<file path="config.mk">
export PLATFORM = sky130hd
export DESIGN_NAME = cam_display_top
export DESIGN_NICKNAME = d
export VERILOG_FILES = /design/src/common/cam_pkg.sv /design/src/capture/pixel_packer.sv /design/src/capture/sensor_power_seq.sv /design/src/display/raster_gen.sv /design/src/verilog/cam_display_top.sv /design/src/verilog/pixel_fifo.sv
export SDC_FILE = /design/constraint.sdc
export NUM_CORES = 1
export LEC_CHECK = 0
export ABC_AREA = 1
export BUFFER_PORTS_ARGS = -buffer_cell sky130_fd_sc_hd__buf_4
export CAP_MARGIN = 20
export CORE_MARGIN = 1.5
export CORE_UTILIZATION = 34
export CTS_CLUSTER_DIAMETER = 120
export DETAILED_ROUTE_END_ITERATION = 7
export PLACE_DENSITY = 0.55
export RECOVER_POWER = 50
export SYNTH_ARGS = -nofsm -noshare
export SYNTH_HDL_FRONTEND = slang
export SYNTH_HIERARCHICAL = 1
export SYNTH_SLANG_ARGS = --single-unit
</file>
<file path="constraint.sdc">
create_clock -name clk -period 6.4 [get_ports clk]
set_input_delay 1.6 -clock clk [delete_from_list [all_inputs] [get_ports clk]]
set_output_delay 1.6 -clock clk [all_outputs]
set_load 0.02 [all_outputs]
</file>
<file path="src/common/cam_pkg.sv">
`default_nettype none

package cam_pkg;

    // ====================
    // data widths
    // ====================
    localparam int PIX_W  = 16;                 // packed rgb565 pixel
    localparam int BYTE_W = 8;                  // camera data bus
    localparam int CHAN_W = 8;                  // one output colour channel

    // ====================
    // pixel fifo
    // ====================
    localparam int FIFO_DEPTH = 64;
    localparam int FIFO_AW    = 6;

    // ====================
    // raster test mode
    // ====================
    localparam int H_ACTIVE = 16;               // clocks
    localparam int H_FP     = 4;
    localparam int H_SYNC   = 4;
    localparam int H_BP     = 16;
    localparam int H_TOTAL  = H_ACTIVE + H_FP + H_SYNC + H_BP; // 40 clocks per line

    localparam int V_ACTIVE = 4;                // lines
    localparam int V_FP     = 1;
    localparam int V_SYNC   = 1;
    localparam int V_BP     = 2;
    localparam int V_TOTAL  = V_ACTIVE + V_FP + V_SYNC + V_BP; // 8 lines per frame

    localparam int CNT_W = 8;                   // raster counter width

    // ====================
    // sensor power-up
    // ====================
    localparam int SEQ_RELEASE_CYCLES = 20;     // clocks until sensor reset release
    localparam int SEQ_READY_CYCLES   = 40;     // clocks until sensor ready
    localparam int SEQ_CNT_W          = 8;

    typedef enum logic [1:0] {
        SEQ_HOLD,                               // sensor held in reset
        SEQ_WAIT,                               // reset released, settling
        SEQ_READY
    } seq_state_t;

    typedef enum logic {
        PHASE_HIGH,                             // next byte is r5 g3
        PHASE_LOW                               // next byte is g3 b5
    } pack_phase_t;

    typedef enum logic {
        RASTER_IDLE,                            // waiting for fifo fill threshold
        RASTER_RUN
    } raster_state_t;

endpackage

`default_nettype wire

</file>
<file path="src/capture/pixel_packer.sv">
`default_nettype none

module pixel_packer (
    input  wire                        clk,
    input  wire                        rst_n,
    input  wire                        sensor_ready,
    input  wire                        cam_vsync,
    input  wire                        cam_href,
    input  wire  [cam_pkg::BYTE_W-1:0] cam_data,
    output logic                       pix_wr,
    output logic [cam_pkg::PIX_W-1:0]  pix_data
);

    cam_pkg::pack_phase_t          phase;
    logic [cam_pkg::BYTE_W-1:0]    hi_byte;     // r5 g3 of the current pixel
    logic                          vsync_d;
    logic                          vsync_rise;
    logic                          byte_vld;

    assign vsync_rise = cam_vsync & ~vsync_d;
    assign byte_vld   = sensor_ready & cam_href;

    // ====================
    // control
    // ====================
    always_ff @(posedge clk or negedge rst_n)
    begin
        if (!rst_n)
        begin
            phase   <= cam_pkg::PHASE_HIGH;
            vsync_d <= 1'b0;
            pix_wr  <= 1'b0;
        end
        else
        begin
            vsync_d <= cam_vsync;
            pix_wr  <= 1'b0;
            if (sensor_ready && vsync_rise)
                phase <= cam_pkg::PHASE_HIGH;   // frame start drops a half pixel
            else if (byte_vld)
            begin
                if (phase == cam_pkg::PHASE_HIGH)
                    phase <= cam_pkg::PHASE_LOW;
                else
                begin
                    phase  <= cam_pkg::PHASE_HIGH;
                    pix_wr <= 1'b1;             // pixel complete
                end
            end
        end
    end

    // ====================
    // data path
    // ====================
    always_ff @(posedge clk)
    begin
        if (byte_vld && !vsync_rise)
        begin
            if (phase == cam_pkg::PHASE_HIGH)
                hi_byte <= cam_data;
            else
                pix_data <= {hi_byte, cam_data};
        end
    end

    // two bytes per pixel, so a write never follows a write
    a_no_back_to_back: assert property (@(posedge clk) disable iff (!rst_n)
        pix_wr |=> !pix_wr);

endmodule

`default_nettype wire

</file>
<file path="src/capture/sensor_power_seq.sv">
`default_nettype none

module sensor_power_seq (
    input  wire  clk,
    input  wire  rst_n,
    output logic sensor_rst_n,
    output logic sensor_ready
);

    cam_pkg::seq_state_t              state;
    logic [cam_pkg::SEQ_CNT_W-1:0]    cnt;
    logic [cam_pkg::SEQ_CNT_W-1:0]    cnt_next;

    assign cnt_next = cnt + 1'b1;               // count this edge included

    always_ff @(posedge clk or negedge rst_n)
    begin
        if (!rst_n)
        begin
            state        <= cam_pkg::SEQ_HOLD;
            cnt          <= '0;
            sensor_rst_n <= 1'b0;
            sensor_ready <= 1'b0;
        end
        else
        begin
            if (state != cam_pkg::SEQ_READY)
                cnt <= cnt_next;                // frozen once ready
            case (state)
                cam_pkg::SEQ_HOLD:
                begin
                    if (cnt_next == cam_pkg::SEQ_RELEASE_CYCLES)
                    begin
                        state        <= cam_pkg::SEQ_WAIT;
                        sensor_rst_n <= 1'b1;
                    end
                end
                cam_pkg::SEQ_WAIT:
                begin
                    if (cnt_next == cam_pkg::SEQ_READY_CYCLES)
                    begin
                        state        <= cam_pkg::SEQ_READY;
                        sensor_ready <= 1'b1;
                    end
                end
                default: state <= cam_pkg::SEQ_READY; // hold until reset
            endcase
        end
    end

    // ready may only rise after the sensor has already left reset
    a_ready_after_release: assert property (@(posedge clk) disable iff (!rst_n)
        $rose(sensor_ready) |-> $past(sensor_rst_n));

endmodule

`default_nettype wire

</file>
<file path="src/display/raster_gen.sv">
`default_nettype none

module raster_gen (
    input  wire                          clk,
    input  wire                          rst_n,
    input  wire  [cam_pkg::FIFO_AW:0]    level,
    output logic                         rd_en,
    input  wire  [cam_pkg::PIX_W-1:0]    rd_data,
    output logic                         vid_hs,
    output logic                         vid_vs,
    output logic                         vid_de,
    output logic [cam_pkg::CHAN_W-1:0]   vid_r,
    output logic [cam_pkg::CHAN_W-1:0]   vid_g,
    output logic [cam_pkg::CHAN_W-1:0]   vid_b
);

    localparam int HS_START = cam_pkg::H_ACTIVE + cam_pkg::H_FP;
    localparam int HS_END   = HS_START + cam_pkg::H_SYNC;
    localparam int VS_START = cam_pkg::V_ACTIVE + cam_pkg::V_FP;
    localparam int VS_END   = VS_START + cam_pkg::V_SYNC;

    cam_pkg::raster_state_t        state;
    logic [cam_pkg::CNT_W-1:0]     h_cnt;
    logic [cam_pkg::CNT_W-1:0]     v_cnt;
    logic                          run;
    logic                          hs_int;
    logic                          vs_int;
    logic                          de_int;

    // ====================
    // timing counters
    // ====================
    always_ff @(posedge clk or negedge rst_n)
    begin
        if (!rst_n)
        begin
            state <= cam_pkg::RASTER_IDLE;
            h_cnt <= '0;
            v_cnt <= '0;
        end
        else if (state == cam_pkg::RASTER_IDLE)
        begin
            if (level >= cam_pkg::H_ACTIVE)
                state <= cam_pkg::RASTER_RUN;   // one line buffered, free run from here
        end
        else if (h_cnt == cam_pkg::H_TOTAL - 1)
        begin
            h_cnt <= '0;
            if (v_cnt == cam_pkg::V_TOTAL - 1)
                v_cnt <= '0;
            else
                v_cnt <= v_cnt + 1'b1;
        end
        else
            h_cnt <= h_cnt + 1'b1;
    end

    assign run    = (state == cam_pkg::RASTER_RUN);
    assign hs_int = run && (h_cnt >= HS_START) && (h_cnt < HS_END);
    assign vs_int = run && (v_cnt >= VS_START) && (v_cnt < VS_END);
    assign de_int = run && (h_cnt < cam_pkg::H_ACTIVE) && (v_cnt < cam_pkg::V_ACTIVE);
    assign rd_en  = de_int;                     // read even when empty

    // align controls with registered fifo data
    always_ff @(posedge clk or negedge rst_n)
    begin
        if (!rst_n)
        begin
            vid_hs <= 1'b0;
            vid_vs <= 1'b0;
            vid_de <= 1'b0;
        end
        else
        begin
            vid_hs <= hs_int;
            vid_vs <= vs_int;
            vid_de <= de_int;
        end
    end

    // ====================
    // rgb565 to rgb888
    // ====================
    assign vid_r = vid_de ? {rd_data[15:11], {(cam_pkg::CHAN_W - 5){1'b0}}} : '0;
    assign vid_g = vid_de ? {rd_data[10:5], {(cam_pkg::CHAN_W - 6){1'b0}}} : '0;
    assign vid_b = vid_de ? {rd_data[4:0], {(cam_pkg::CHAN_W - 5){1'b0}}} : '0;

    a_de_outside_sync: assert property (@(posedge clk) disable iff (!rst_n)
        vid_de |-> !(vid_hs || vid_vs));

endmodule

`default_nettype wire

</file>
<file path="src/verilog/cam_display_top.sv">
`default_nettype none

module cam_display_top (
    input  wire                          clk,
    input  wire                          rst_n,
    input  wire                          cam_vsync,
    input  wire                          cam_href,
    input  wire  [cam_pkg::BYTE_W-1:0]   cam_data,
    output logic                         sensor_rst_n,
    output logic                         sensor_ready,
    output logic                         vid_hs,
    output logic                         vid_vs,
    output logic                         vid_de,
    output logic [cam_pkg::CHAN_W-1:0]   vid_r,
    output logic [cam_pkg::CHAN_W-1:0]   vid_g,
    output logic [cam_pkg::CHAN_W-1:0]   vid_b,
    output logic                         fifo_overflow,
    output logic                         fifo_underflow
);

    logic                          pix_wr;
    logic [cam_pkg::PIX_W-1:0]     pix_data;
    logic                          rd_en;
    logic [cam_pkg::PIX_W-1:0]     rd_data;
    logic [cam_pkg::FIFO_AW:0]     level;

    sensor_power_seq sensor_power_seq_i (
        .clk          (clk),
        .rst_n        (rst_n),
        .sensor_rst_n (sensor_rst_n),
        .sensor_ready (sensor_ready)
    );

    pixel_packer pixel_packer_i (
        .clk          (clk),
        .rst_n        (rst_n),
        .sensor_ready (sensor_ready),
        .cam_vsync    (cam_vsync),
        .cam_href     (cam_href),
        .cam_data     (cam_data),
        .pix_wr       (pix_wr),
        .pix_data     (pix_data)
    );

    // stands in for the frame buffer
    pixel_fifo pixel_fifo_i (
        .clk            (clk),
        .rst_n          (rst_n),
        .wr_en          (pix_wr),
        .wr_data        (pix_data),
        .rd_en          (rd_en),
        .rd_data        (rd_data),
        .empty          (),                     // raster reads on level only
        .level          (level),
        .fifo_overflow  (fifo_overflow),
        .fifo_underflow (fifo_underflow)
    );

    raster_gen raster_gen_i (
        .clk     (clk),
        .rst_n   (rst_n),
        .level   (level),
        .rd_en   (rd_en),
        .rd_data (rd_data),
        .vid_hs  (vid_hs),
        .vid_vs  (vid_vs),
        .vid_de  (vid_de),
        .vid_r   (vid_r),
        .vid_g   (vid_g),
        .vid_b   (vid_b)
    );

endmodule

`default_nettype wire

</file>
<file path="src/verilog/pixel_fifo.sv">
`default_nettype none

module pixel_fifo (
    input  wire                         clk,
    input  wire                         rst_n,
    input  wire                         wr_en,
    input  wire  [cam_pkg::PIX_W-1:0]   wr_data,
    input  wire                         rd_en,
    output logic [cam_pkg::PIX_W-1:0]   rd_data,
    output logic                        empty,
    output logic [cam_pkg::FIFO_AW:0]   level,
    output logic                        fifo_overflow,
    output logic                        fifo_underflow
);

    logic [cam_pkg::PIX_W-1:0]  mem [cam_pkg::FIFO_DEPTH];
    logic [cam_pkg::FIFO_AW:0]  wr_ptr;         // extra msb tells wrap
    logic [cam_pkg::FIFO_AW:0]  rd_ptr;
    logic                       full;
    logic                       do_wr;
    logic                       do_rd;

    assign level = wr_ptr - rd_ptr;
    assign empty = (level == 0);
    assign full  = (level == cam_pkg::FIFO_DEPTH);
    assign do_wr = wr_en & ~full;
    assign do_rd = rd_en & ~empty;

    // ====================
    // pointers and flags
    // ====================
    always_ff @(posedge clk or negedge rst_n)
    begin
        if (!rst_n)
        begin
            wr_ptr         <= '0;
            rd_ptr         <= '0;
            fifo_overflow  <= 1'b0;
            fifo_underflow <= 1'b0;
        end
        else
        begin
            if (do_wr)
                wr_ptr <= wr_ptr + 1'b1;
            if (do_rd)
                rd_ptr <= rd_ptr + 1'b1;
            if (wr_en && full)
                fifo_overflow <= 1'b1;          // pixel dropped, sticky
            if (rd_en && empty)
                fifo_underflow <= 1'b1;         // sticky
        end
    end

    // ====================
    // storage
    // ====================
    always_ff @(posedge clk)
    begin
        if (do_wr)
            mem[wr_ptr[cam_pkg::FIFO_AW-1:0]] <= wr_data;
        if (do_rd)
            rd_data <= mem[rd_ptr[cam_pkg::FIFO_AW-1:0]];
        else if (rd_en)
            rd_data <= '0;                      // empty read shows black
    end

    a_level_bound: assert property (@(posedge clk) disable iff (!rst_n)
        level <= cam_pkg::FIFO_DEPTH);

endmodule

`default_nettype wire
</file>
==> results of run 1 <==
## layout make-up
cell class / instances / area [um2] / share of cell area, %
flip-flops and latches: 1115 / 33200 / 61.1
multi-input cells: 2760 / 11600 / 21.3
clock buffers: 153 / 3040 / 5.59
inverters: 680 / 2570 / 4.72
well taps: 1890 / 2360 / 4.35
repair buffers: 154 / 1060 / 1.94
clock inverters: 61 / 529 / 0.973
diodes: 1 / 2.50 / 0.00460
## state kept, by name (all words and copies together), names as in the netlist, 7 cells and up
register,cells
pixel_fifo_i/mem,1024
pixel_fifo_i/rd_data,16
pixel_fifo_i/rd_ptr,7
pixel_fifo_i/wr_ptr,7
pixel_packer_i/hi_byte,8
pixel_packer_i/pix_data,16
raster_gen_i/h_cnt,8
raster_gen_i/v_cnt,8
sensor_power_seq_i/cnt,8
## through the flow
| stage | util (%) | cells | setup slack, ps | power (uW) |
|---|---|---|---|---|
| after floorplan | - | 4789 | 2830 | 12200 |
| after global placement | 36.0 | 6599 | 2100 | 14100 |
| after detailed placement | 36.0 | 6599 | 2190 | 14100 |
| after CTS | 38.6 | 6813 | 2190 | 20500 |
| after global routing | 38.5 | 6813 | 1380 | 21400 |
| final | 38.5 | 6814 | 1480 | 20500 |
## how the worst min path moves through the flow
stage                                  end  slack (ps)  cells after the start
5_1_grt         pixel_packer_i/pix_data[9]         420                      0
2_1_floorplan  pixel_packer_i/pix_data[10]         400                      0
6_report        pixel_packer_i/pix_data[9]         420                      0
4_1_cts         pixel_packer_i/pix_data[9]         420                      0
3_5_place_dp    pixel_packer_i/pix_data[9]         410                      0
3_3_place_gp   pixel_packer_i/pix_data[13]         400                      0
## power breakdown
group / leakage [uW] / switching (uW) / internal (uW)
Combinational: 0.0105 / 4220 / 1490
Sequential: 0.0103 / 182 / 8140
Clock: 0.00172 / 2830 / 3580
## metal layers
layer	wire [um]	vias up	GRT usage (%)	share of wire [%]
met4	4400	2	6.13	3.2
met3	12300	237	3.89	8.9
li1	-	15500	-	-
met1	61800	15900	27.6	45
met2	60100	1301	27.9	43
met5	13	-	0	0.0094
==> results.md, run 1 <==
* CP Data Required Time at 6260 ps
* Critical Path, Cell by Cell: clkbuf_1
* Initial antenna violation count at 6
* First-pass DRT Iterations at 5
* Final Cycle Share at 76.8%
* Setup Fix Bufs, Post-CTS at 0
* I/O pins at 43
* Cell family with most CP delay: buffers and inverters
* Synth-to-Final Area Change at 12.3%
* Tot GR Track Use at 18.9%
* RSZ-0062 raised after global routing: no
* CTS max path bufs at 3
* CP peak stage delay at 3230 ps
* Final hold violation count at 0
* Antenna Nets Post-Route at 0
* Cts repair resizes at 0
* Slew @ Worst Pin at 4520 ps
* Hold WS at 421 ps
* First-pass GRT wire length at 204000 um
* Layout cells sized above 1 at 6.40%
* Failing checks: max-capacitance violations, max-slew violations
* Critical path buffers and inverters at 1
* Most frequent cells in the layout: 1681 x nand2_1, 1064 x edfxtp_1, 670 x inv_1, 531 x nand3_1, 300 x nor2_1
* CP endpoint kind: register
* Routed Wire Length at 139000 um
* Fmax achieved at 203 MHz
* Worst Setup SP: pixel_packer_i/pix_data[1]
* H-tree depth at 3
* Vias in the first global route at 31200
* Clock root buffer: clkbuf_16
* Die width at 380 um
* HP Start: pixel_packer_i/hi_byte[1]
* Cells after Synth at 4782
* Syn avg cell area at 10.1 um2
* Hold buffers post-CTS at 0
* Power Dens Cells at 376 nW/um2
* Max-slew violations at 1031
* Final nets at 4853
* Crit Path Category: reg2reg
* # fillers at 13800
* Vias per inst at 4.83
* Clock transition at path regs at 60 ps
* Critical Path Source Type: register
* Most common cell after layout, fill and taps aside: nand2_1
* Vias at 32900
* RR Endpoint: pixel_fifo_i/mem[2][1]
* Initial Util at 34.2%
* Status: finished with violations
* Remaining global-route overflow at 0
* CTS sink count at 1115
* Final GP Congestion at 0.896
* Leak at 0.0225 uW
* Final min period at 4920 ps
* CP endpoint: pixel_fifo_i/mem[2][1]
* Crit path max fanout at 55
* Port bufs at 34
* Post-detail-place hpwl at 81900 um
* Clock skew at 31.2 ps
* Synthesis Warnings at 6
* Final setup viols at 0
* Worst r2r src: pixel_packer_i/pix_data[1]
* Relative slew slack at -202%
* Die area at 145000 um2
* Post-layout instance area at 54400 um2
* Critical Path AT at 4780 ps
* Largest net degree at the start of global routing at 169
* Total of max-cap violations at 26
* Total CTS buffers at 114
* Die height at 380 um
* Slowest CP cell: clkbuf_1
* Maximum VDD drop at 0.000227 V
* DR WL/cell at 20.4 um
* CP Depth at 1
* Site Rows at 138
* Area post-placement at 51000 um2
* R2R Setup Slk at 1480 ps
* CTS tree: built
* Core area at 141000 um2
* DR DRC count at 0
* Worst-case reg-to-reg path depth at 1
* Clk_lat worst skew at 740 ps
* Hold crit path type: reg2reg
* TNS Setup at 0 ps
* First DRT Iteration DRCs at 3864
* Mapped Area at 48400 um2
Note: power is estimated with default switching activity, not from simulation.
==> run 2: changes to the inputs <==
- PLACE_DENSITY: 0.55 -> 0.57
- clock period: 6.4 -> 4.4 ns (I/O delays scaled with it)
==> results.md, run 2 (synthesis gave the netlist of run 1 again) <==
* Critical Path Source Type: register
* Synth-to-Final Area Change at 13.1%
* Post-detail-place hpwl at 71600 um (-13%)
* Max-slew violations at 1018 (-1.3%)
* Worst r2r src: pixel_packer_i/pix_data[11]
* Remaining global-route overflow at 0 (unchanged)
* I/O pins at 43 (unchanged)
* GR Layer Usage met1 at 24.6% (-3.0 points)
* Status: finished with violations
* Final min period at 3860 ps (-1060 ps)
* DR DRC count at 0 (unchanged)
* Fmax achieved at 259 MHz (+28%)
* Hold crit path type: reg2reg
* Maximum VDD drop at 0.000580 V (+160%)
* Die area at 145000 um2 (unchanged)
* Slew @ Worst Pin at 3880 ps (-648 ps)
* Cell family with most CP delay: buffers and inverters
* Worst Slack Setup Final at 543 ps (-939 ps)
* Failing checks: max-capacitance violations, max-slew violations
* Total of max-cap violations at 18 (-31%)
* Hold buffers post-CTS at 0 (unchanged)
* Layout cells sized above 1 at 6.98% (+0.58 points)
* Post-layout instance area at 54800 um2 (+0.69%)
* Post-Place Worst Slack at 627 ps (-1560 ps)
* Clk_lat worst skew at 760 ps (+20 ps)
* Cts repair resizes at 0 (unchanged)
* Final core occ at 38.7% (+0.27 points)
* Relative slew slack at -158% (+43 points)
* Clock transition at path regs at 60 ps (about the same)
* Critical Path, Cell by Cell: clkbuf_1
* Initial antenna violation count at 1 (-5)
* Most common cell after layout, fill and taps aside: nand2_1
* Crit path max fanout at 64 (+16%)
* First-pass GRT wire length at 194000 um (-5.0%)
* Vias in the first global route at 31600 (+1.2%)
* Final setup viols at 0 (unchanged)
* Site Rows at 138 (unchanged)
* Initial Util at 34.2% (unchanged)
* CP peak stage delay at 2700 ps (-530 ps)
* Setup Fix Bufs, Post-CTS at 0 (unchanged)
* Final GP Congestion at 0.905 (+0.95%)
* CP Data Required Time at 4360 ps (-1900 ps)
* DR WL/cell at 18.8 um (-7.8%)
* Worst Setup SP: pixel_packer_i/pix_data[11]
* P_int at 19700 uW (+49%)
* Leak at 0.0227 uW (+0.96%)
* Vias per inst at 4.75 (-1.8%)
* Critical Path AT at 3820 ps (-960 ps)
* Clock root buffer: clkbuf_16
* CTS max path bufs at 3 (unchanged)
* HP Start: pixel_packer_i/hi_byte[7]
* Register share of total power at 40.0% (-0.7 points)
* Vias at 32400 (-1.7%)
* Most Crowded Layer GR: met2
* Antenna Nets Post-Route at 0 (unchanged)
* RSZ-0062 raised after global routing: no
* NetSw at 10300 uW (+42%)
* Total CTS buffers at 113 (-0.88%)
* Routing usage on met3 at 3.25% (-0.65 points)
* First-pass DRT Iterations at 8 (+3)
* Die height at 380 um (unchanged)
* Clock share of power at 32.6% (+1.2 points)
* Final Cycle Share at 87.7% (+11 points)
* Sw frac at 34.3% (-1.1 points)
* Clock skew at 49.2 ps (+18.0 ps)
* Crit Path Category: reg2reg
* Final hold violation count at 0 (unchanged)
* Slowest CP cell: clkbuf_1
* Routed Wire Length at 128000 um (-7.7%)
* CP endpoint kind: register
* First DRT Iteration DRCs at 3585 (-7.2%)
* TNS Setup at 0 ps (unchanged)
* Most frequent cells in the layout: 1682 x nand2_1, 1064 x edfxtp_1, 670 x inv_1, 531 x nand3_1, 297 x nor2_1
* Tot GR Track Use at 17.6% (-1.3 points)
* Power Dens Cells at 547 nW/um2 (+46%)
* Die width at 380 um (unchanged)
* Area post-placement at 51100 um2 (+0.27%)
* Met2 usage at 27.7% (-0.25 points)
* Largest net degree at the start of global routing at 219 (+30%)
* H-tree depth at 3 (unchanged)
* Critical path buffers and inverters at 1 (unchanged)
* Comb pwr share at 27.3% (-0.6 points)
* Port bufs at 34 (unchanged)
* Core area at 141000 um2 (unchanged)
* CTS tree: built
* Final nets at 4856 (+0.062%)
* Number of flip-flops in the largest register at 1024 (unchanged)
* CTS sink count at 1115 (unchanged)
==> run 2: changes by cell type in the layout (fill, tap and decap cells not counted), sizes merged <==
| cell | delta |
|---|---|
| clkbuf | -19 |
| buf | +13 |
| bufinv | +7 |
| clkinv | +3 |
| clkinvlp | -3 |
| inv | +2 |
==> run 2: final timing paths <==
kind	to	slack, ps	depth (start not counted)
max	pixel_fifo_i/mem[34][11]	540	1
min	pixel_packer_i/pix_data[15]	420	0
max reg2reg	pixel_fifo_i/mem[34][11]	540	1
min reg2reg	pixel_packer_i/pix_data[15]	420	0
max in group asynchronous	pixel_fifo_i/rd_ptr[0]	3330	1
min in group asynchronous	raster_gen_i/vid_vs	440	1
==> run 2: through the flow <==
stage	cells	total power [uW]	hold WS (ps)
global route	6816	31500	429
detailed placement	6603	20400	406
global placement	6603	20400	401
finish	6817	30000	419
CTS	6816	30200	419
floorplan	4789	17700	400
==> run 2: power by group through the flow <==
stage	Sequential (uW)	Clock [uW]	Combinational (uW)
after CTS	12000	9980	8240
after floorplan	12200	0	5520
after detailed placement	12200	0	8210
after global routing	12000	10400	9100
after global placement	12200	0	8170
final	12000	9790	8190
==> run 2: routing by layer <==
layer  part of all wire [%]  routed length, um
met1                     45              57700
met5                      0                  0
met2                     45              57600
met3                    6.9               8820
met4                    3.0               3890
==> run 2: area by class of cell <==
| type | instances | area (um2) |
|---|---|---|
| clock buffer | 143 | 2980 |
| sequential | 1115 | 33200 |
| clock inverter | 70 | 791 |
| inverter | 680 | 2570 |
| tap | 1890 | 2360 |
| multi-input combinational | 2760 | 11600 |
| timing repair buffer | 158 | 1220 |
| antenna | 1 | 2.50 |
| fill | 13700 | 86600 |
